File: config.mk
export PLATFORM = sky130hd
export DESIGN_NAME = cfo_normalize
export DESIGN_NICKNAME = d
export VERILOG_FILES = /design/src/logic/cfo_fmt_pkg.sv /design/src/logic/cfo_normalize.sv
export SDC_FILE = /design/constraint.sdc
export NUM_CORES = 1
export LEC_CHECK = 0
export ABC_CLOCK_PERIOD_IN_PS = 10180
export BUFFER_PORTS_ARGS = -buffer_cell sky130_fd_sc_hd__buf_2
export CAP_MARGIN = 40
export CORE_ASPECT_RATIO = 0.7
export CORE_MARGIN = 2
export CORE_UTILIZATION = 36
export DETAILED_ROUTE_END_ITERATION = 16
export PLACE_DENSITY = 0.64
export REMOVE_ABC_BUFFERS = 1
export SLEW_MARGIN = 20
export SYNTH_ARGS = -nofsm -noshare
export SYNTH_HDL_FRONTEND = slang
export SYNTH_SLANG_ARGS = --single-unit
export TNS_END_PERCENT = 10
File: constraint.sdc
create_clock -name vclk -period 10.18
set_clock_uncertainty 0.2 [all_clocks]
set_input_delay 1.018 -clock vclk [all_inputs]
set_output_delay 1.018 -clock vclk [all_outputs]
set_load 0.03 [all_outputs]
File: src/logic/cfo_fmt_pkg.sv
`default_nettype none

package cfo_fmt_pkg;

    // one signed real or imaginary component
    localparam int COMP_W = 16;

    typedef logic [COMP_W-1:0] comp_t;

    // complex value, imaginary part in the upper half
    typedef logic [2*COMP_W-1:0] corr_t;

    // one component of the truncated Q15 product
    typedef logic [COMP_W-1:0] prod_t;

    // common left shift applied to both inputs
    typedef logic [3:0] shift_t;

endpackage

`default_nettype wire

File: src/logic/cfo_normalize.sv
`timescale 1ns/100ps
`default_nettype none

module cfo_normalize import cfo_fmt_pkg::*; (
    input  corr_t  c0_i,
    input  corr_t  c1_i,
    output shift_t shift_o
);

    // bits below the MSB that only repeat the sign, at most 14
    function automatic shift_t spare_bits(comp_t c);
        shift_t n;
        logic   run;
        n   = '0;
        run = 1'b1;
        for (int i = COMP_W - 2; i >= 1; i--) begin
            if (run && c[i] == c[COMP_W-1]) begin
                n = n + 1'b1;
            end else begin
                run = 1'b0;
            end
        end
        return n;
    endfunction

    shift_t s0_im, s0_re, s1_im, s1_re;
    shift_t min_0, min_1;

    assign s0_im = spare_bits(c0_i[2*COMP_W-1:COMP_W]);
    assign s0_re = spare_bits(c0_i[COMP_W-1:0]);
    assign s1_im = spare_bits(c1_i[2*COMP_W-1:COMP_W]);
    assign s1_re = spare_bits(c1_i[COMP_W-1:0]);

    // the largest component sets the common shift
    assign min_0   = (s0_im < s0_re) ? s0_im : s0_re;
    assign min_1   = (s1_im < s1_re) ? s1_im : s1_re;
    assign shift_o = (min_0 < min_1) ? min_0 : min_1;

endmodule

`default_nettype wire

==> summary.txt <==
Critical path
  – Slowest cell on the critical path: or4_4
  – Critical path peak fanout: 3
  – CP most frequent cell: ha_1
  – Worst EP arrival: 10.08 ns
  – Slowest cell delay on critical path: 0.53 ns
  – Worst endpoint required time: 8.96 ns
  – Crit path kind: in2out
  – Crit end category: primary output
  – Crit path launch type: primary input

Detailed routing
  – DRT Wirelength: 14300 um
  – Number of DRC markers in iteration 0: 242
  – Vias per cell: 5.18
  – DR WL/cell: 12.2 um
  – Via count: 6070
  – Post-route DRC: 0
  – Post-DRT Antenna Nets: 0
  – First-pass DRT Iterations: 4

Layout
  – Share of layout cells above drive strength 1: 0.280
  – Post-route insts no fill: 1172
  – Sequential cell count: 0
  – NumNets Final: between 1000 and 1500
  – Seq. cell area: 0 um2
  – Clock buffers: 0
  – Design Area, Final: 6990 um2
  – Layout area overhead: 34.3%
  – Fill count: between 1000 and 1500
  – Diodes inserted: 0

Pwr
  – Pwr Density: 46.5 nW/um2
  – Worst vdd ir: between 0.00002 and 0.00003 V
  – P_leak: 0.00315 uW
  – Overall Power: 325 uW

Timing
  – Unrepaired setup endpoints after global routing: true
  – Worst setup margin: -1.12 ns
  – Max Slew Vio Count: 0
  – Final Cycle Share: 1.11
  – Worst-Margin Slew: just over 0.5 ns
  – Final setup violation count: 4
  – F_max: 0.0885 GHz
  – Crit path time final: 11.30 ns
  – Relative slew slack: 0.661
  – Final hold violation count: 0

Placed design
  – DP Area: 6560 um2
  – Pre-CTS setup slack: -1.41 ns
  – Port Buffers: 64
  – Post-DP HPWL: 11500 um
  – Gpl congestion: around 0.85
  – Dpl cells: 1158

GRT
  – Largest net degree at the start of global routing: 32
  – Number of global-route vias before repair: 5374
  – Initial antenna violation count: 0
  – Grt ovf: 0
  – First-pass GRT wire length: 23700 um
  – Total GRT Usage: 0.171

Die
  – Io pins: 68
  – Die H: about 100 um
  – Starting Density: 0.372
  – Num rows: 36
  – CORE AREA: 14000 um2
  – Die Span X: 148 um
  – Die area: 15500 um2

Status
  – Failing checks: negative setup slack
  – Outcome: finished with violations

Hold path
  – Hold Crit Class: in2out

Clock network
  – Post-CTS Hold Buffers: 0

Yosys
  – Mapped Cells: 810
  – Synth warnings: 0
  – Mapped Avg Cell Area: 6.43 um2
  – Synth Cell Area: 5200 um2
  – Yosys cell types: 80
  – Sequential share of the synthesized area: 0

Flow run
  – Max Cap Viol: 0
## Yosys cell counts, drive strengths merged, types with 16 or more instances
cell	instances	area share
nand3	35	0.036
xor2	29	0.050
o22ai	19	0.028
nand2	98	0.072
nand2b	25	0.030
nor3	27	0.028
nor2b	16	0.019
xnor2	34	0.057
ha	55	0.13
a21oi	59	0.059
mux2i	26	0.050
nor2	86	0.063
o21ai	46	0.045
inv	47	0.034
or3	17	0.020
## cells in the final DEF, fill, tap and decap left out, drive strengths merged, types with 3 or more instances in the layout
cell type / instances
o2bb2ai: 5
nand2: 98
or3: 17
a21oi: 59
a21boi: 11
inv: 47
or4: 5
nor3: 27
a31oi: 5
nand3b: 4
nand2b: 25
o21a: 5
o32ai: 3
nand3: 35
mux2: 9
o31ai: 3
mux2i: 26
xnor2: 34
o21ai: 46
nand4: 8
nor3b: 6
or2: 5
buf: 201
o32a: 3
o22ai: 19
nor2: 86
o221ai: 5
o21bai: 3
a211oi: 7
and2: 13
ha: 55
nor4: 6
o211ai: 5
and3: 10
o22a: 6
xor2: 29
nor2b: 16
a21o: 6
## report_power, final
group          switching, uW  internal (uW)  leakage [uW]
logic                    167            157       0.00315
clock network              0              0             0
registers                  0              0             0
total                    167            157       0.00315
## per-stage QoR
stage	hold WS, ns	util	setup TNS, ns
after floorplan	2.39	-	-3.40
after global routing	2.89	0.499	-6.25
after CTS	2.84	0.477	-3.79
after global placement	2.81	0.469	-3.77
after detailed placement	2.81	0.469	-5.38
final	2.83	0.499	-4.23
## critical path: cells and delay by family
kind | cells | cell delay, ns
adders and majority gates | 11 | 3.05
muxes | 4 | 0.87
buffers and inverters | 5 | 0.55
xor gates and xnor gates | 2 | 0.49
and+or+nand+nor | 18 | 2.08
AOI/OAI and AO/OA | 13 | 2.01
## final cells by class
class	count	area, um2	area share
inverters	47	176	0.0252
well taps	190	238	0.0340
multi-input cells	734	5180	0.741
repair buffers	201	1400	0.200
## metal layers
layer	part of all wire	up-vias	wire [um]	global-route usage
li1	-	3279	-	-
met1	0.53	2724	7610	0.260
met2	0.45	65	6350	0.284
met3	0.019	2	265	0.00218
met4	0.0013	0	19	0.00275
met5	0	-	0	0
## path summary, 6_finish.rpt
kind | startpoint | slack (ns) | cells after the start | end
worst min-delay path | c1_i[17] | 2.83 | 7 | shift_o[0]
worst max-delay path | c1_i[28] | -1.12 | 53 | shift_o[1]
## logic make-up (layout without fill, tap and decap cells)
group | Yosys count | in the layout | synth area share
and+or+nand+nor | 365 | 365 | 0.350
adders and majority gates | 55 | 55 | 0.132
buffers and inverters | 76 | 248 | 0.0575
AOI/OAI and AO/OA | 215 | 215 | 0.279
muxes | 35 | 35 | 0.0695
xor gates and xnor gates | 64 | 64 | 0.112
## timing repair
action	4_1_cts	5_1_grt
pin swaps	10	37
setup buffers	3	11
endpoints found under the setup margin	4	4
gates resized for setup	24	47
No activity file was read; power rests on OpenSTA's default activity.
