### src/logic/cfo_fmt_pkg.sv
`default_nettype none

package cfo_fmt_pkg;

    // one signed real or imaginary component
    localparam int COMP_W = 16;

    typedef logic [COMP_W-1:0] comp_t;

    // complex value, imaginary part in the upper half
    typedef logic [2*COMP_W-1:0] corr_t;

    // one component of the truncated Q15 product
    typedef logic [COMP_W-1:0] prod_t;

    // common left shift applied to both inputs
    typedef logic [3:0] shift_t;

endpackage

`default_nettype wire

### src/logic/cfo_if.sv
`timescale 1ns/100ps
`default_nettype none

// complex multiply, one start pulse per operation
interface cfo_mult_if import cfo_fmt_pkg::*; ();
    logic  start;
    corr_t a;
    corr_t b;
    prod_t prod_re;
    prod_t prod_im;
    logic  done;

    modport ctrl (output start, a, b, input prod_re, prod_im, done);
    modport unit (input start, a, b, output prod_re, prod_im, done);
endinterface


`default_nettype wire

### src/logic/cfo_conj_mult.sv
`timescale 1ns/100ps
`default_nettype none

module cfo_conj_mult import cfo_fmt_pkg::*; (
    input  logic     clk_i,
    input  logic     reset_ni,
    cfo_mult_if.unit mult
);

    logic signed [COMP_W-1:0] a_re, a_im, b_re, b_im;
    logic signed [2*COMP_W:0] re_full, im_full;

    assign a_im = mult.a[2*COMP_W-1:COMP_W];
    assign a_re = mult.a[COMP_W-1:0];
    assign b_im = mult.b[2*COMP_W-1:COMP_W];
    assign b_re = mult.b[COMP_W-1:0];

    // a * conj(b) = (ar*br + ai*bi) + j(ai*br - ar*bi)
    assign re_full = a_re * b_re + a_im * b_im;
    assign im_full = a_im * b_re - a_re * b_im;

    // Q15 result, bits 30 down to 15
    always_ff @(posedge clk_i) begin
        if (mult.start) begin
            mult.prod_re <= re_full[2*COMP_W-2 -: COMP_W];
            mult.prod_im <= im_full[2*COMP_W-2 -: COMP_W];
        end
    end

    always_ff @(posedge clk_i) begin
        if (!reset_ni) begin
            mult.done <= 1'b0;
        end else begin
            mult.done <= mult.start;
        end
    end

endmodule

`default_nettype wire

### src/flat_wrapper.sv
// flat-port wrapper written by rule: the top's interface ports become plain ports
module cfo_conj_mult_flat import cfo_fmt_pkg::*;
  (clk_i, reset_ni, mult_start, mult_a, mult_b, mult_prod_re, mult_prod_im, mult_done);
  cfo_mult_if mult_i ();
  input  logic clk_i;
  input  logic reset_ni;
  input wire logic [$bits(mult_i.start)-1:0] mult_start;
  input wire logic [$bits(mult_i.a)-1:0] mult_a;
  input wire logic [$bits(mult_i.b)-1:0] mult_b;
  output wire logic [$bits(mult_i.prod_re)-1:0] mult_prod_re;
  output wire logic [$bits(mult_i.prod_im)-1:0] mult_prod_im;
  output wire logic [$bits(mult_i.done)-1:0] mult_done;
  assign mult_i.start = mult_start;
  assign mult_i.a = mult_a;
  assign mult_i.b = mult_b;
  assign mult_prod_re = mult_i.prod_re;
  assign mult_prod_im = mult_i.prod_im;
  assign mult_done = mult_i.done;
  cfo_conj_mult u_core (.clk_i(clk_i), .reset_ni(reset_ni), .mult(mult_i));
endmodule
### config.mk
export PLATFORM = sky130hd
export DESIGN_NAME = cfo_conj_mult_flat
export DESIGN_NICKNAME = d
export VERILOG_FILES = /design/src/logic/cfo_fmt_pkg.sv /design/src/logic/cfo_if.sv /design/src/logic/cfo_conj_mult.sv /design/src/flat_wrapper.sv
export SDC_FILE = /design/constraint.sdc
export NUM_CORES = 2
export LEC_CHECK = 0
export ABC_CLOCK_PERIOD_IN_PS = 10700
export CORE_UTILIZATION = 30
export DETAILED_ROUTE_END_ITERATION = 10
export DONT_BUFFER_PORTS = 1
export PLACE_DENSITY_LB_ADDON = 0.3
export SYNTH_ARGS = -nofsm -noshare
export SYNTH_HDL_FRONTEND = slang
export SYNTH_SLANG_ARGS = --single-unit
### constraint.sdc
create_clock -name clk_i -period 10.7 [get_ports clk_i]
set_input_delay 1.07 -clock clk_i [delete_from_list [all_inputs] [get_ports clk_i]]
set_output_delay 1.07 -clock clk_i [all_outputs]
set_load 0.05 [all_outputs]
==> key figures <==
Timing
  – Slew margin rel.: roughly two fifths
  – Setup TNS: 0 ns
  – Slew @ Worst Pin: 0.903 ns
  – Fin crit share: 76.6%
  – Max Slew Vio Count: 0
  – Post-route setup slack: 2.50 ns
  – Final hold vios: 0
  – Final Critical Period: about 8 ns
  – Final Setup Violations: 0
  – F_max: about 120 MHz
  – RSZ-0062 raised after global routing: no

Critical path
  – Crit. End Element: flop
  – CP required: 10.76 ns
  – Critical path fanouts, max: 32
  – Critical path class: in2reg
  – Critical Path Max Stage Delay: 0.67 ns
  – Cell repeated most along the worst path: fa_1
  – CP startpoint kind: input pin
  – CP delay by family, top: adder cells
  – Crit path buffers/inverters: 4
  – Crit path DAT: 8.26 ns
  – CP Cell Sequence: nand2_1 -> inv_1 -> fa_1 -> fa_1 -> inv_1 -> fa_1 -> fa_1 -> fa_1 -> fa_1 -> fa_1 -> inv_1 -> fa_1 -> inv_1 -> ha_1 -> and4_1 -> a221oi_2 -> o22ai_1 -> o32a_1 -> a21o_1 -> a2111oi_2 -> nor3_1 -> xnor2_1
  – Slowest CP cell: inv_1

Run
  – Max Cap Violations: 0

Outcome
  – Status: finished, final reports clean

CTS
  – CTS Sinks: 33
  – CTS root buffer: clkbuf_16
  – Num CTS Buffers: 5
  – H-tree depth: 2
  – CTS Hold Bufs: 0
  – Clock Tree Buf Depth: 2
  – Post-CTS Setup Repair Bufs: 0
  – CTS tree: done
  – Gates resized, CTS repair: 0
  – Clock slew at reported path FFs: 0.07 ns

Drt
  – Via density per instance: 4.42
  – Vias: 25000
  – Drt wl/cell: ~18 um
  – WL final: 100000 um
  – 1st-iter DRT viols: 1202
  – Pre-Repair DR Iteration Count: 5
  – ANT nets after route: 0
  – DRC: 0

Synth
  – YS warnings: 0
  – Synth Instances: 4121
  – Seq/Total Area, Yosys: 2.51%
  – Mapped Area: 39000 um^2
  – Mean area per synthesized cell: roughly 9.5 um^2
  – Synth Net Count: ~5600
  – EDFF count, synth: 32
  – Synth Flop Type: edfxtp_1
  – Asr flop ratio synth: 0%
  – Netlist cell types: 42
  – Synthesized flop and latch total: 33

Floorplanning
  – Die area: between 100000 and 150000 um^2
  – Top Ports: 100
  – Rows: between 100 and 150
  – Die W: 363 um
  – Initial Util: roughly 30%
  – DIE HEIGHT: 363 um
  – Core box area: 128000 um^2

Global route
  – Grt total ovfl: 0
  – Initial antenna violation count: 2
  – Most used routing layer: met2
  – Met3 Track Usage GR: approximately 2.8%
  – GR Util met2: 26.6%
  – Vias in the first global route: 28200
  – Largest net degree at the start of global routing: 35
  – Total GRT Usage: 16.2%
  – Global-route wire length before repair: ~160000 um
  – Met1 usage: 22.4%

Final layout
  – Share of layout cells above drive strength 1: 0.279%
  – Commonest cells after routing, fill and taps aside: inv_1 (1237), fa_1 (1119), nand2_1 (551)
  – Layout Utilization: a little under a third
  – Fin nets: between 5000 and 6000
  – Layout area overhead: 4.09%
  – Most common cell after layout, fill and taps aside: inv_1

Place
  – Setup WS pre-CTS: 2.11 ns
  – Gp weighted congestion: ~0.8
  – DP HPWL: ~77000 um
  – Port Buffers: 0

Worst hold path
  – Worst Hold Path Cells: 0
  – Hold Startpoint: mult_start
  – HP Class: in2reg
  – Hold Crit Endpoint: u_core.mult.prod_re[12]
[cell usage after synthesis, types with 2 or more instances]
library cell | number | share of area (%)
o21bai_1 | 3 | 0.058
a31oi_1 | 3 | 0.048
nand2b_1 | 30 | 0.48
fa_1 | 1119 | 57
nand2_1 | 551 | 5.3
and3_1 | 3 | 0.048
and2_1 | 424 | 6.8
xor2_1 | 22 | 0.49
a21o_1 | 13 | 0.25
nor3_1 | 5 | 0.064
clkbuf_1 | 190 | 1.8
o211ai_1 | 2 | 0.038
o21ai_1 | 2 | 0.026
nand4_1 | 6 | 0.096
nor2_1 | 28 | 0.27
xnor2_1 | 71 | 1.6
inv_1 | 1237 | 12
nor2b_1 | 23 | 0.37
o22ai_1 | 2 | 0.032
o21a_1 | 4 | 0.077
a21oi_1 | 21 | 0.27
ha_1 | 292 | 9.4
a211o_1 | 3 | 0.067
o21ai_0 | 6 | 0.077
a311oi_1 | 2 | 0.045
nand3_1 | 11 | 0.14
a21boi_0 | 2 | 0.038
edfxtp_1 | 32 | 2.5
[how the worst max path moves through the flow]
| stage | cells after the start | slack [ns] | endpoint | start |
|---|---|---|---|---|
| 2_1_floorplan | 24 | 2.16 | u_core.mult.prod_im[15] | mult_a[15] |
| 3_3_place_gp | 22 | 2.22 | u_core.mult.prod_im[15] | mult_b[16] |
| 3_5_place_dp | 22 | 2.11 | u_core.mult.prod_im[15] | mult_b[16] |
| 4_1_cts | 22 | 2.47 | u_core.mult.prod_im[15] | mult_b[16] |
| 5_1_grt | 22 | 2.00 | u_core.mult.prod_im[15] | mult_b[16] |
| 6_report | 22 | 2.50 | u_core.mult.prod_im[15] | mult_b[16] |
[per-layer routing]
metal / vias up / wire (um)
li1: 11100 / -
met2: 555 / 47800
met5: - / 0
met1: 13400 / 44400
met4: 0 / 1880
met3: 64 / 6100
[logic make-up (layout without fill, tap and decap cells)]
kind of cell | after synthesis | count (layout) | share of synthesized area, %
buf+inv | 1428 | 1245 | 13.7
flops | 33 | 33 | 2.51
xor+xnor | 93 | 93 | 2.09
fa+ha+maj | 1411 | 1411 | 66.8
compound gates | 72 | 72 | 1.26
other cells | 0 | 2 | 0
simple gates | 1084 | 1084 | 13.6
[layout make-up]
class / instances / area (um^2)
Fill cell: 13500 / 87700
Clock buffer: 8 / 146
Sequential cell: 33 / 981
Antenna cell: 2 / 5.00
Inverter: 1237 / 4640
Multi-Input combinational cell: 2660 / 32700
Tap cell: 1729 / 2160
[sequential cells by signal (all words and copies together) (netlist names)]
register / count
u_core.mult.prod_im: 16
u_core.mult.done: 1
u_core.mult.prod_re: 16
[metrics by stage]
step	cell area (um^2)	std cells	hold WS, ns
4_1_cts	40600	5667	0.822
6_report	40600	5669	0.852
5_1_grt	40600	5667	0.837
3_5_place_dp	40500	5659	1.19
3_3_place_gp	40500	5659	1.19
2_1_floorplan	39000	4121	1.18
Power is left out: the tool's default activity adds up to more than one toggle a clock period on the data nets, which glitch-free logic cannot reach.
