**src/logic/cfo_fmt_pkg.sv**
```systemverilog
`default_nettype none

package cfo_fmt_pkg;

    // one signed real or imaginary component
    localparam int COMP_W = 16;

    typedef logic [COMP_W-1:0] comp_t;

    // complex value, imaginary part in the upper half
    typedef logic [2*COMP_W-1:0] corr_t;

    // one component of the truncated Q15 product
    typedef logic [COMP_W-1:0] prod_t;

    // common left shift applied to both inputs
    typedef logic [3:0] shift_t;

endpackage

`default_nettype wire

```
**src/logic/cfo_angle_pkg.sv**
```systemverilog
`default_nettype none

package cfo_angle_pkg;

    // arctangent table index
    localparam int IDX_W   = 10;
    localparam int LUT_MAX = 2**IDX_W - 1;

    typedef logic [IDX_W-1:0] lut_idx_t;

    // bit positions inside octant_t
    localparam int OCT_SWAP   = 2;
    localparam int OCT_NEG_RE = 1;
    localparam int OCT_NEG_IM = 0;

    typedef logic [2:0] octant_t;

    typedef enum logic [2:0] {IDLE, NORM, MULT, FOLD, DIV, ATAN, HOLD} cfo_state_e;

endpackage

`default_nettype wire

```
**src/logic/cfo_if.sv**
```systemverilog
`timescale 1ns/100ps
`default_nettype none


// serial divide for the table index
interface cfo_div_if import cfo_fmt_pkg::*, cfo_angle_pkg::*; ();
    logic     start;
    prod_t    num;
    prod_t    den;
    lut_idx_t quot;
    logic     done;

    modport ctrl (output start, num, den, input quot, done);
    modport unit (input start, num, den, output quot, done);
endinterface

`default_nettype wire

```
**src/logic/cfo_divider.sv**
```systemverilog
`timescale 1ns/100ps
`default_nettype none

module cfo_divider import cfo_fmt_pkg::*, cfo_angle_pkg::*; (
    input  logic    clk_i,
    input  logic    reset_ni,
    cfo_div_if.unit div
);

    localparam int CNT_W = $clog2(IDX_W + 1);

    logic [CNT_W-1:0] count_q;
    logic [COMP_W:0]  rem_q;
    logic [COMP_W:0]  rem_shift;
    prod_t            den_q;
    logic             fill_q;
    logic             q_bit;

    // dividend is num*2^10 - 1, i.e. num-1 on top and ten fill bits of 1
    // num = 0 gives a zero dividend and zero fill
    assign rem_shift = {rem_q[COMP_W-1:0], fill_q};
    assign q_bit     = (den_q != '0) && (rem_shift >= {1'b0, den_q});

    always_ff @(posedge clk_i) begin
        if (div.start) begin
            rem_q  <= (div.num != '0) ? {1'b0, div.num - 1'b1} : '0;
            fill_q <= (div.num != '0);
            den_q  <= div.den;
        end else if (count_q != '0) begin
            rem_q <= q_bit ? rem_shift - {1'b0, den_q} : rem_shift;
        end
    end

    always_ff @(posedge clk_i) begin
        if (!reset_ni) begin
            count_q  <= '0;
            div.quot <= '0;
            div.done <= 1'b0;
        end else begin
            div.done <= 1'b0;
            if (div.start) begin
                count_q  <= CNT_W'(IDX_W);
                div.quot <= '0;
            end else if (count_q != '0) begin
                // one quotient bit per cycle, MSB first
                count_q  <= count_q - 1'b1;
                div.quot <= {div.quot[IDX_W-2:0], q_bit};
                div.done <= (count_q == CNT_W'(1));
            end
        end
    end

endmodule

`default_nettype wire

```
**src/flat_wrapper.sv**
```systemverilog
// flat-port wrapper written by rule: the top's interface ports become plain ports
module cfo_divider_flat import cfo_fmt_pkg::*, cfo_angle_pkg::*;
  (clk_i, reset_ni, div_start, div_num, div_den, div_quot, div_done);
  cfo_div_if div_i ();
  input  logic clk_i;
  input  logic reset_ni;
  input wire logic [$bits(div_i.start)-1:0] div_start;
  input wire logic [$bits(div_i.num)-1:0] div_num;
  input wire logic [$bits(div_i.den)-1:0] div_den;
  output wire logic [$bits(div_i.quot)-1:0] div_quot;
  output wire logic [$bits(div_i.done)-1:0] div_done;
  assign div_i.start = div_start;
  assign div_i.num = div_num;
  assign div_i.den = div_den;
  assign div_quot = div_i.quot;
  assign div_done = div_i.done;
  cfo_divider u_core (.clk_i(clk_i), .reset_ni(reset_ni), .div(div_i));
endmodule
```
**config.mk**
```make
export PLATFORM = sky130hd
export DESIGN_NAME = cfo_divider_flat
export DESIGN_NICKNAME = d
export VERILOG_FILES = /design/src/logic/cfo_fmt_pkg.sv /design/src/logic/cfo_angle_pkg.sv /design/src/logic/cfo_if.sv /design/src/logic/cfo_divider.sv /design/src/flat_wrapper.sv
export SDC_FILE = /design/constraint.sdc
export NUM_CORES = 1
export LEC_CHECK = 0
export BUFFER_PORTS_ARGS = -buffer_cell sky130_fd_sc_hd__buf_2
export CAP_MARGIN = 40
export CORE_MARGIN = 4
export CORE_UTILIZATION = 62
export DETAILED_ROUTE_END_ITERATION = 8
export PLACE_DENSITY = 0.95
export SLEW_MARGIN = 5
export SYNTH_ARGS = -nofsm -noshare
export SYNTH_HDL_FRONTEND = slang
export SYNTH_SLANG_ARGS = --single-unit
```
**constraint.sdc**
```tcl
create_clock -name clk_i -period 3.9 [get_ports clk_i]
set_clock_uncertainty 0.05 [all_clocks]
set_input_delay 0.585 -clock clk_i [delete_from_list [all_inputs] [get_ports clk_i]]
set_output_delay 0.585 -clock clk_i [all_outputs]
set_load 0.05 [all_outputs]
```
==> impl_metrics.env, run 1 <==
export IMPL_ioPinCount=46
export IMPL_gr_total_overflow=0
export IMPL_syn2layout_area_growth_pct=11.6
export IMPL_ys_top_cells_by_area="sky130_fd_sc_hd__edfxtp_1, sky130_fd_sc_hd__dfxtp_1, sky130_fd_sc_hd__ha_1, sky130_fd_sc_hd__xnor2_1, sky130_fd_sc_hd__a21oi_1"
export IMPL_clkTransAtPathRegs_ns=0.09
export IMPL_setup_viol=0
export IMPL_num_fill_cells=352
export IMPL_post_dp_cell_area_mm2=0.00339
export IMPL_fin_util=0.727
export IMPL_hold_violations=0
export IMPL_cts_htree_levels=2
export IMPL_register_bit_total_from_synthesis=48
export IMPL_synth_area_mm2=0.00312
export IMPL_final_min_clock_period_ns=2.85
export IMPL_wire_length_of_the_first_global_routing_pass_mm=11.4
export IMPL_std_cell_rows=25
export IMPL_clkLatencyLatePin_ns=0.30
export IMPL_finalPower_mw=2.31
export IMPL_netlist_cell_type_count=60
export IMPL_drt_initial_drc_count=128
export IMPL_routed_via_count=2503
export IMPL_via_per_inst=5.79
export IMPL_cts_root_buffer="sky130_fd_sc_hd__clkbuf_8"
export IMPL_setup_repair_after_global_routing_missed_its_margin="no"
export IMPL_via_count_of_the_first_global_routing_pass=2549
export IMPL_post_synthesis_compound_gate_area_fraction=0.167
export IMPL_syn_area_per_cell_um2=9.86
export IMPL_min_path_type="in2reg"
export IMPL_number_of_antenna_violations_at_the_first_check_in_global_routing=0
export IMPL_synth_simple_gate_area_share=0.172
export IMPL_synth_xor_area_frac=0.0731
export IMPL_hpwl_mm=5.47
export IMPL_coreArea_mm2=0.00479
export IMPL_dr_pass1_iters=4
export IMPL_initial_utilization=0.651
export IMPL_netlist_top_cells_count="sky130_fd_sc_hd__nand2_1, sky130_fd_sc_hd__edfxtp_1, sky130_fd_sc_hd__a21oi_1, sky130_fd_sc_hd__inv_1, sky130_fd_sc_hd__xnor2_1"
export IMPL_cts_sinks=48
export IMPL_max_slew_margin_rel=0.532
export IMPL_worst_path_largest_cell_delay_ns=0.51
export IMPL_async_reset_ff_frac=0
export IMPL_end_kind="flop"
export IMPL_timing_critical_path_slowest_stage_cell="sky130_fd_sc_hd__a2111oi_2"
export IMPL_synth_net_count=369
export IMPL_final_setup_tns_ns=0
export IMPL_tightestPinTransition_ns=0.701
export IMPL_worstPathBufferInverterCount=2
export IMPL_route_final_wire_length_mm=6.90
export IMPL_diodes=0
export IMPL_critPathRequiredTime_ns=3.89
export IMPL_synth_flop_type="sky130_fd_sc_hd__edfxtp_1"
export IMPL_synthAdderAreaFrac=0.0747
export IMPL_cp_arrival_ns=2.84
export IMPL_nets=417
export IMPL_synth_edff_count=33
export IMPL_ctsLongestPathBuffers=2
export IMPL_cts_hold_fix_bufs=0
export IMPL_pin_count_of_the_biggest_net_entering_global_routing=36
export IMPL_dominant_cell_type_by_area_after_synthesis="sky130_fd_sc_hd__edfxtp_1"
export IMPL_die_h_um=78.9
export IMPL_power_density_cell_area_mw_per_mm2=664
export IMPL_main_combinational_cell_family_by_area_after_synthesis="simple AND/OR/NAND/NOR gates"
export IMPL_grt_use_total=0.233
export IMPL_gpl_final_weighted_congestion=0.920
export IMPL_final_antenna_net_count=0
export IMPL_die_w_um=78.9
export IMPL_post_cts_resize_count=0
export IMPL_crit_share_post_route=0.732
export IMPL_vdd_drop_max_v=0.000321
export IMPL_max_clock_freq_ghz=0.350
export IMPL_numCtsBuffers=5
export IMPL_number_of_buffers_inserted_by_port_buffering=45
export IMPL_cp_cell_sequence="inv_1, ha_1, nor2b_2, o2111ai_1, a2111oi_2, nor3_2, a21boi_2, buf_4, mux2i_1, o22ai_1"
export IMPL_post_route_cells_drive_above_1_share=0.195
export IMPL_timing_critical_path_from_type="flop"
export IMPL_status="complete, no violations"
export IMPL_synthMuxAreaShare=0.0506
export IMPL_finish_instance_area_mm2=0.00348
export IMPL_post_drt_wl_per_cell_um=16.0
export IMPL_clock_tree_from_tritoncts="built"
export IMPL_report_final_slew_viol_count=0
export IMPL_drc=0
export IMPL_synth_sequential_area_ratio=0.414
export IMPL_synth_most_common_cell="sky130_fd_sc_hd__nand2_1"
export IMPL_holdWs_ns=0.409
export IMPL_leakagePower_nw=1.44
export IMPL_path_class="reg2reg"
export IMPL_synth_yosys_warnings=0
export IMPL_yosys_area_top_type_share=0.318
export IMPL_critical_path_top_delay_family="compound AO/OA/AOI/OAI gates"
export IMPL_post_cts_buffers=0
export IMPL_total_die_area_mm2=0.00623
export IMPL_cap_viol_max_count=0
export IMPL_critical_path_max_fanout=19
export IMPL_syn_instance_count=316
[routing by layer]
metal	routed length [µm]	track usage	vias up
met2	3710	0.430	56
met4	230	0.107	0
met5	0	0	-
met1	2730	0.269	1177
li1	-	-	1253
met3	228	0.0272	17
[final timing paths]
path	slack, ns	from	to	cells after the start
max	1.05	u_core.den_q[1]	u_core.rem_q[13]	10
min reg2reg	0.41	u_core.div.quot[9]	u_core.div.quot[9]	2
min	0.41	div_den[10]	u_core.den_q[10]	1
max reg2reg	1.05	u_core.den_q[1]	u_core.rem_q[13]	10
[area by class of cell]
| type | instances | area [µm²] | area share |
|---|---|---|---|
| flip-flops and latches | 48 | 1290 | 0.371 |
| clock buffers | 7 | 76.3 | 0.0219 |
| multi-input cells | 235 | 1670 | 0.481 |
| clock inverters | 1 | 8.76 | 0.00252 |
| repair buffers | 48 | 248 | 0.0712 |
| well taps | 67 | 83.8 | 0.0241 |
| inverters | 26 | 97.6 | 0.0281 |
[logic make-up (layout without fill, tap and decap cells)]
logic type      count (synthesis)  count (layout)
simple gates                   97              97
compound gates                 79              79
flops                          48              48
buf+inv                        33              82
xor+xnor                       26              26
fa+ha+maj                      18              18
mux                            15              15
[flip-flops by register name, indices dropped and copies added, names as in the netlist]
signal           count
u_core.count_q       4
u_core.den_q        16
u_core.div.done      1
u_core.div.quot     10
u_core.fill_q        1
u_core.rem_q        16
[placed cells by master, fill, tap and decap left out, drive strengths merged, types with 3 or more instances in the layout]
| cell | count |
|---|---|
| edfxtp | 33 |
| nor4 | 8 |
| nor3 | 10 |
| nor2 | 17 |
| nor2b | 5 |
| clkbuf | 7 |
| buf | 48 |
| a21oi | 27 |
| ha | 17 |
| xnor2 | 19 |
| a21o | 3 |
| o21a | 5 |
| mux2i | 12 |
| mux2 | 3 |
| nand2 | 35 |
| a21boi | 3 |
| a31oi | 3 |
| dfxtp | 15 |
| inv | 26 |
| nand4 | 4 |
| xor2 | 7 |
| o21ai | 10 |
| nand2b | 5 |
| o22ai | 12 |
| or3 | 3 |
[where the power goes]
| group | leakage [nW] | total (mW) | switching, mW | internal, mW |
|---|---|---|---|---|
| clock network | 0.0424 | 0.293 | 0.165 | 0.128 |
| logic | 0.945 | 1.26 | 0.696 | 0.560 |
| registers | 0.456 | 0.761 | 0.0804 | 0.681 |
| total | 1.44 | 2.31 | 0.941 | 1.37 |
[stage by stage]
stage	setup WS, ns	cells
after floorplan	1.34	316
after global placement	1.19	424
after detailed placement	1.08	424
after CTS	1.06	432
after global routing	0.828	432
final	1.05	432
Note: power is estimated with default switching activity, not from simulation.
==> run 2, diff against run 1 <==
- CORE_UTILIZATION: 62 -> 57
- PLACE_DENSITY: 0.95 -> 0.91
- clock period: 3.9 -> 2.85 ns (I/O delays scaled with it)
==> impl_metrics.env, run 2 (synthesis gave the netlist of run 1 again) <==
export IMPL_via_per_inst=6.08
export IMPL_post_route_cells_drive_above_1_share=0.205
export IMPL_clock_tree_from_tritoncts="built"
export IMPL_place_inst=427
export IMPL_die_h_um=81.9
export IMPL_critPathRequiredTime_ns=2.97
export IMPL_numCtsBuffers=5
export IMPL_coreArea_mm2=0.00520
export IMPL_routed_via_count=2645
export IMPL_via_count_of_the_first_global_routing_pass=2576
export IMPL_std_cell_rows=26
export IMPL_power_density_cell_area_mw_per_mm2=940
export IMPL_number_of_antenna_violations_at_the_first_check_in_global_routing=0
export IMPL_ctsLongestPathBuffers=2
export IMPL_setup_viol=0
export IMPL_cts_hold_fix_bufs=0
export IMPL_fin_util=0.681
export IMPL_cp_arrival_ns=2.90
export IMPL_clkTransAtPathRegs_ns=0.10
export IMPL_layoutNonFillerInstCount=435
export IMPL_reg2reg_depth=9
export IMPL_max_clock_freq_ghz=0.361
export IMPL_max_slew_margin_rel=0.544
export IMPL_worst_r2r_endpoint="u_core.rem_q[0]"
export IMPL_route_final_wire_length_mm=7.09
export IMPL_hold_path_cell_count=1
export IMPL_reg2reg_setup_slack_ns=0.08
export IMPL_hold_path_end="u_core.den_q[10]"
export IMPL_diodes=0
export IMPL_hp_start="div_den[10]"
export IMPL_leakagePower_nw=1.46
export IMPL_gr_total_overflow=0
export IMPL_vdd_drop_max_v=0.000474
export IMPL_initial_utilization=0.599
export IMPL_critical_path_reg2reg_startpoint="u_core.rem_q[11]"
export IMPL_post_cts_resize_count=0
export IMPL_num_fill_cells=393
export IMPL_report_final_slew_viol_count=0
export IMPL_final_min_clock_period_ns=2.77
export IMPL_nets=417
export IMPL_end_kind="flop"
export IMPL_status="complete, no violations"
export IMPL_number_of_buffers_inserted_by_port_buffering=45
export IMPL_final_setup_tns_ns=0
export IMPL_critical_path_max_fanout=19
export IMPL_tightestPinTransition_ns=0.682
export IMPL_post_drt_wl_per_cell_um=16.3
export IMPL_grt_use_total=0.226
export IMPL_ioPinCount=46
export IMPL_syn2layout_area_growth_pct=13.7
export IMPL_min_path_type="in2reg"
export IMPL_post_dp_cell_area_mm2=0.00341
export IMPL_hpwl_mm=5.40
export IMPL_die_w_um=81.9
export IMPL_gpl_final_weighted_congestion=0.902
export IMPL_hold_violations=0
export IMPL_timing_critical_path_from_type="flop"
export IMPL_clkLatencyLatePin_ns=0.32
export IMPL_crit_share_post_route=0.973
export IMPL_post_cts_buffers=0
export IMPL_pin_count_of_the_biggest_net_entering_global_routing=36
export IMPL_total_die_area_mm2=0.00671
export IMPL_final_antenna_net_count=0
export IMPL_finish_instance_area_mm2=0.00354
export IMPL_mostFrequentLayoutCells="sky130_fd_sc_hd__buf_2, sky130_fd_sc_hd__nand2_1, sky130_fd_sc_hd__edfxtp_1"
export IMPL_cts_sinks=48
export IMPL_wire_length_of_the_first_global_routing_pass_mm=11.6
export IMPL_drt_initial_drc_count=170
export IMPL_final_common_cell="sky130_fd_sc_hd__buf_2"
export IMPL_finalPower_mw=3.33
export IMPL_cts_root_buffer="sky130_fd_sc_hd__clkbuf_8"
export IMPL_dr_pass1_iters=5
export IMPL_path_class="reg2reg"
export IMPL_largest_registers="u_core.den_q (16), u_core.rem_q (16), u_core.div.quot (10)"
export IMPL_cts_htree_levels=2
export IMPL_cap_viol_max_count=0
export IMPL_drc=0
run 2: worst max-delay path, cell delays in order, from the launching register on:
cell	delay (ns)
sky130_fd_sc_hd__edfxtp_1	0.45
sky130_fd_sc_hd__ha_1	0.44
sky130_fd_sc_hd__nand4_2	0.19
sky130_fd_sc_hd__or2_2	0.33
sky130_fd_sc_hd__o22ai_1	0.21
sky130_fd_sc_hd__nor3_2	0.12
sky130_fd_sc_hd__a21boi_2	0.20
sky130_fd_sc_hd__buf_12	0.19
sky130_fd_sc_hd__mux2_4	0.31
sky130_fd_sc_hd__a21oi_1	0.14
run 2: area by class of cell:
cell class                 count  area, µm²  share of cell area
clock buffer                   6       93.8              0.0265
multi-input combinational    235       1700               0.478
timing repair buffer          48        260              0.0734
inverter                      26       97.6              0.0275
tap                           70       87.6              0.0247
sequential                    48       1290               0.364
clock inverter                 2       17.5             0.00494
run 2: per-layer routing:
layer,GRT usage,wire (µm),vias up
li1,-,-,1258
met1,0.269,2850,1254
met2,0.394,3600,106
met3,0.0417,410,27
met4,0.0997,233,0
met5,0,0,-
run 2: report_power, final:
| group | total (mW) | switching, mW | internal, mW |
|---|---|---|---|
| Sequential | 1.04 | 0.113 | 0.932 |
| Combinational | 1.80 | 0.995 | 0.808 |
| Clock | 0.485 | 0.256 | 0.229 |
| Total | 3.33 | 1.36 | 1.97 |
run 2: worst max-delay path by stage:
stage,from,depth (start not counted),slack (ns),to
finish,u_core.rem_q[11],9,0.08,u_core.rem_q[0]
global route,u_core.rem_q[11],9,-0.04,u_core.rem_q[3]
CTS,u_core.den_q[1],10,0.08,u_core.rem_q[0]
detailed placement,u_core.den_q[1],10,0.11,u_core.rem_q[0]
global placement,u_core.den_q[1],10,0.20,u_core.rem_q[0]
floorplan,u_core.den_q[1],11,0.29,u_core.rem_q[7]
run 2: per-stage QoR:
stage	hold slack, ns	setup WS (ns)
6_report	0.229	0.0761
5_1_grt	0.225	-0.0362
4_1_cts	0.226	0.0818
3_5_place_dp	0.401	0.114
3_3_place_gp	0.387	0.198
2_1_floorplan	0.415	0.288
==> run 3, diff against run 2 <==
--- a/config.mk
+++ b/config.mk
@@ -12,4 +12,5 @@
 export DETAILED_ROUTE_END_ITERATION = 8
 export PLACE_DENSITY = 0.91
+export SKIP_CTS_REPAIR_TIMING = 1
 export SLEW_MARGIN = 5
 export SYNTH_ARGS = -nofsm -noshare
==> constraint.sdc (replaced) <==
create_clock -name clk_i -period 2.85 [get_ports clk_i]
set_clock_uncertainty 0.05 [all_clocks]
set_input_delay 0.285 -clock clk_i [delete_from_list [all_inputs] [get_ports clk_i]]
set_output_delay 0.285 -clock clk_i [all_outputs]
set_load 0.05 [all_outputs]
==> impl_metrics.env, run 3 (synthesis gave the netlist of run 1 again) <==
export IMPL_max_clock_freq_ghz=0.366
export IMPL_die_h_um=81.9
export IMPL_final_min_clock_period_ns=2.73
export IMPL_worst_path_largest_cell_delay_ns=0.45
export IMPL_diodes=0
export IMPL_min_path_type="in2reg"
export IMPL_mostFrequentLayoutCells="sky130_fd_sc_hd__buf_2, sky130_fd_sc_hd__nand2_1, sky130_fd_sc_hd__edfxtp_1"
export IMPL_total_die_area_mm2=0.00671
export IMPL_max_slew_margin_rel=0.547
export IMPL_leakagePower_nw=1.46
export IMPL_drc=0
export IMPL_numCtsBuffers=5
export IMPL_crit_share_post_route=0.959
export IMPL_clkPwrFrac=0.144
export IMPL_via_per_inst=6.03
export IMPL_cts_root_buffer="sky130_fd_sc_hd__clkbuf_8"
export IMPL_initial_utilization=0.599
export IMPL_hpwl_mm=5.60
export IMPL_sequential_cell_area_mm2=0.00129
export IMPL_end_kind="flop"
export IMPL_cts_htree_levels=2
export IMPL_post_drt_wl_per_cell_um=16.9
export IMPL_ioPinCount=46
export IMPL_number_of_antenna_violations_at_the_first_check_in_global_routing=0
export IMPL_combinationalPowerShare=0.544
export IMPL_final_antenna_net_count=0
export IMPL_cp_arrival_ns=2.73
export IMPL_path_class="reg2reg"
export IMPL_status="complete, no violations"
export IMPL_cp_cell_sequence="ha_2, a21o_1, a21oi_1, a2111oi_2, nor3_2, a21boi_2, buf_12, mux2i_1, o22ai_1"
export IMPL_p_sw_frac=0.407
export IMPL_sequentialPowerShare=0.313
export IMPL_drt_initial_drc_count=181
export IMPL_hold_violations=0
export IMPL_route_final_wire_length_mm=7.38
export IMPL_fin_util=0.679
export IMPL_clkLatencyLatePin_ns=0.31
export IMPL_cts_sinks=48
export IMPL_coreArea_mm2=0.00520
export IMPL_largest_registers="u_core.den_q (16), u_core.rem_q (16), u_core.div.quot (10)"
export IMPL_pin_count_of_the_biggest_net_entering_global_routing=36
export IMPL_vdd_drop_max_v=0.000498
export IMPL_layoutNonFillerInstCount=436
export IMPL_gr_total_overflow=0
export IMPL_die_w_um=81.9
export IMPL_ctsLongestPathBuffers=2
export IMPL_timing_critical_path_from_type="flop"
export IMPL_std_cell_rows=26
export IMPL_num_fill_cells=393
export IMPL_setup_viol=0
export IMPL_power_density_cell_area_mw_per_mm2=945
export IMPL_nets=418
export IMPL_grt_use_total=0.231
export IMPL_tightestPinTransition_ns=0.677
export IMPL_critical_path_max_fanout=19
export IMPL_number_of_buffers_inserted_by_port_buffering=45
export IMPL_critPathRequiredTime_ns=2.84
export IMPL_multiInputGateArea_mm2=0.00168
export IMPL_syn2layout_area_growth_pct=13.4
export IMPL_power_internal_mw=1.98
export IMPL_cap_viol_max_count=0
export IMPL_report_final_slew_viol_count=0
export IMPL_power_switching_mw=1.36
export IMPL_gpl_final_weighted_congestion=0.891
export IMPL_clock_tree_from_tritoncts="built"
export IMPL_post_route_cells_drive_above_1_share=0.210
export IMPL_place_inst=428
export IMPL_wire_length_of_the_first_global_routing_pass_mm=11.8
export IMPL_final_common_cell="sky130_fd_sc_hd__buf_2"
export IMPL_timing_critical_path_slowest_stage_cell="sky130_fd_sc_hd__a2111oi_2"
export IMPL_clkTransAtPathRegs_ns=0.10
export IMPL_via_count_of_the_first_global_routing_pass=2588
export IMPL_routed_via_count=2630
export IMPL_dr_pass1_iters=5
==> run 3: cell types whose count changed in the layout (fill, tap and decap cells not counted) <==
cell,delta
sky130_fd_sc_hd__ha_1,-3
sky130_fd_sc_hd__a2111oi_4,-1
sky130_fd_sc_hd__inv_4,+1
sky130_fd_sc_hd__inv_6,+1
sky130_fd_sc_hd__a2111oi_2,+1
sky130_fd_sc_hd__o2111ai_1,+1
sky130_fd_sc_hd__a21oi_2,-1
sky130_fd_sc_hd__ha_2,+3
sky130_fd_sc_hd__buf_4,+1
sky130_fd_sc_hd__o2111ai_2,-1
sky130_fd_sc_hd__clkinv_4,-2
sky130_fd_sc_hd__a21oi_1,+1
==> run 3: area by class of cell <==
cell class | count | share of cell area
multi-input combinational | 235 | 0.476
sequential | 48 | 0.365
timing repair buffer | 49 | 0.0758
inverter | 26 | 0.0276
clock buffer | 6 | 0.0266
tap | 70 | 0.0248
clock inverter | 2 | 0.00425
==> run 3: layer usage <==
metal | wire length (µm) | global-route usage
met1 | 2850 | 0.267
met2 | 3840 | 0.410
met3 | 390 | 0.0406
met4 | 301 | 0.111
met5 | 0 | 0
==> run 3: power groups by stage <==
stage	sequential (mW)	clock [mW]	combinational [mW]
floorplan	1.01	0	1.43
global placement	1.04	0	1.67
detailed placement	1.05	0	1.76
CTS	1.04	0.483	1.78
global route	1.05	0.514	1.98
finish	1.04	0.480	1.82
==> run 3: final timing paths <==
kind,start,endpoint,slack (ns),cells after the start
setup reg to reg,u_core.rem_q[2],u_core.rem_q[6],0.12,9
hold / removal,div_den[14],u_core.den_q[14],0.09,1
hold reg to reg,u_core.div.quot[9],u_core.div.quot[9],0.41,2
setup / recovery,u_core.rem_q[2],u_core.rem_q[6],0.12,9
==> run 3: critical path, delay by kind of cell, from the launching register on <==
| family | cells | cell delay, ns |
|---|---|---|
| buffers and inverters | 1 | 0.19 |
| multiplexers | 1 | 0.23 |
| AO/OA/AOI/OAI | 5 | 1.02 |
| adder cells (fa/ha/maj) | 1 | 0.41 |
| flip-flops | 1 | 0.43 |
| AND/OR/NAND/NOR | 1 | 0.13 |
==> run 3: per-stage QoR <==
step	area [µm²]	power (mW)	setup TNS [ns]	hold WS (ns)	setup slack (ns)
after floorplan	3120	2.44	0	0.334	0.288
after global placement	3420	2.72	0	0.387	0.204
after detailed placement	3420	2.81	0	0.401	0.105
after CTS	3530	3.30	0	0.0896	0.0950
after global routing	3530	3.54	-0.0154	0.0828	-0.0131
final	3530	3.34	0	0.0924	0.117
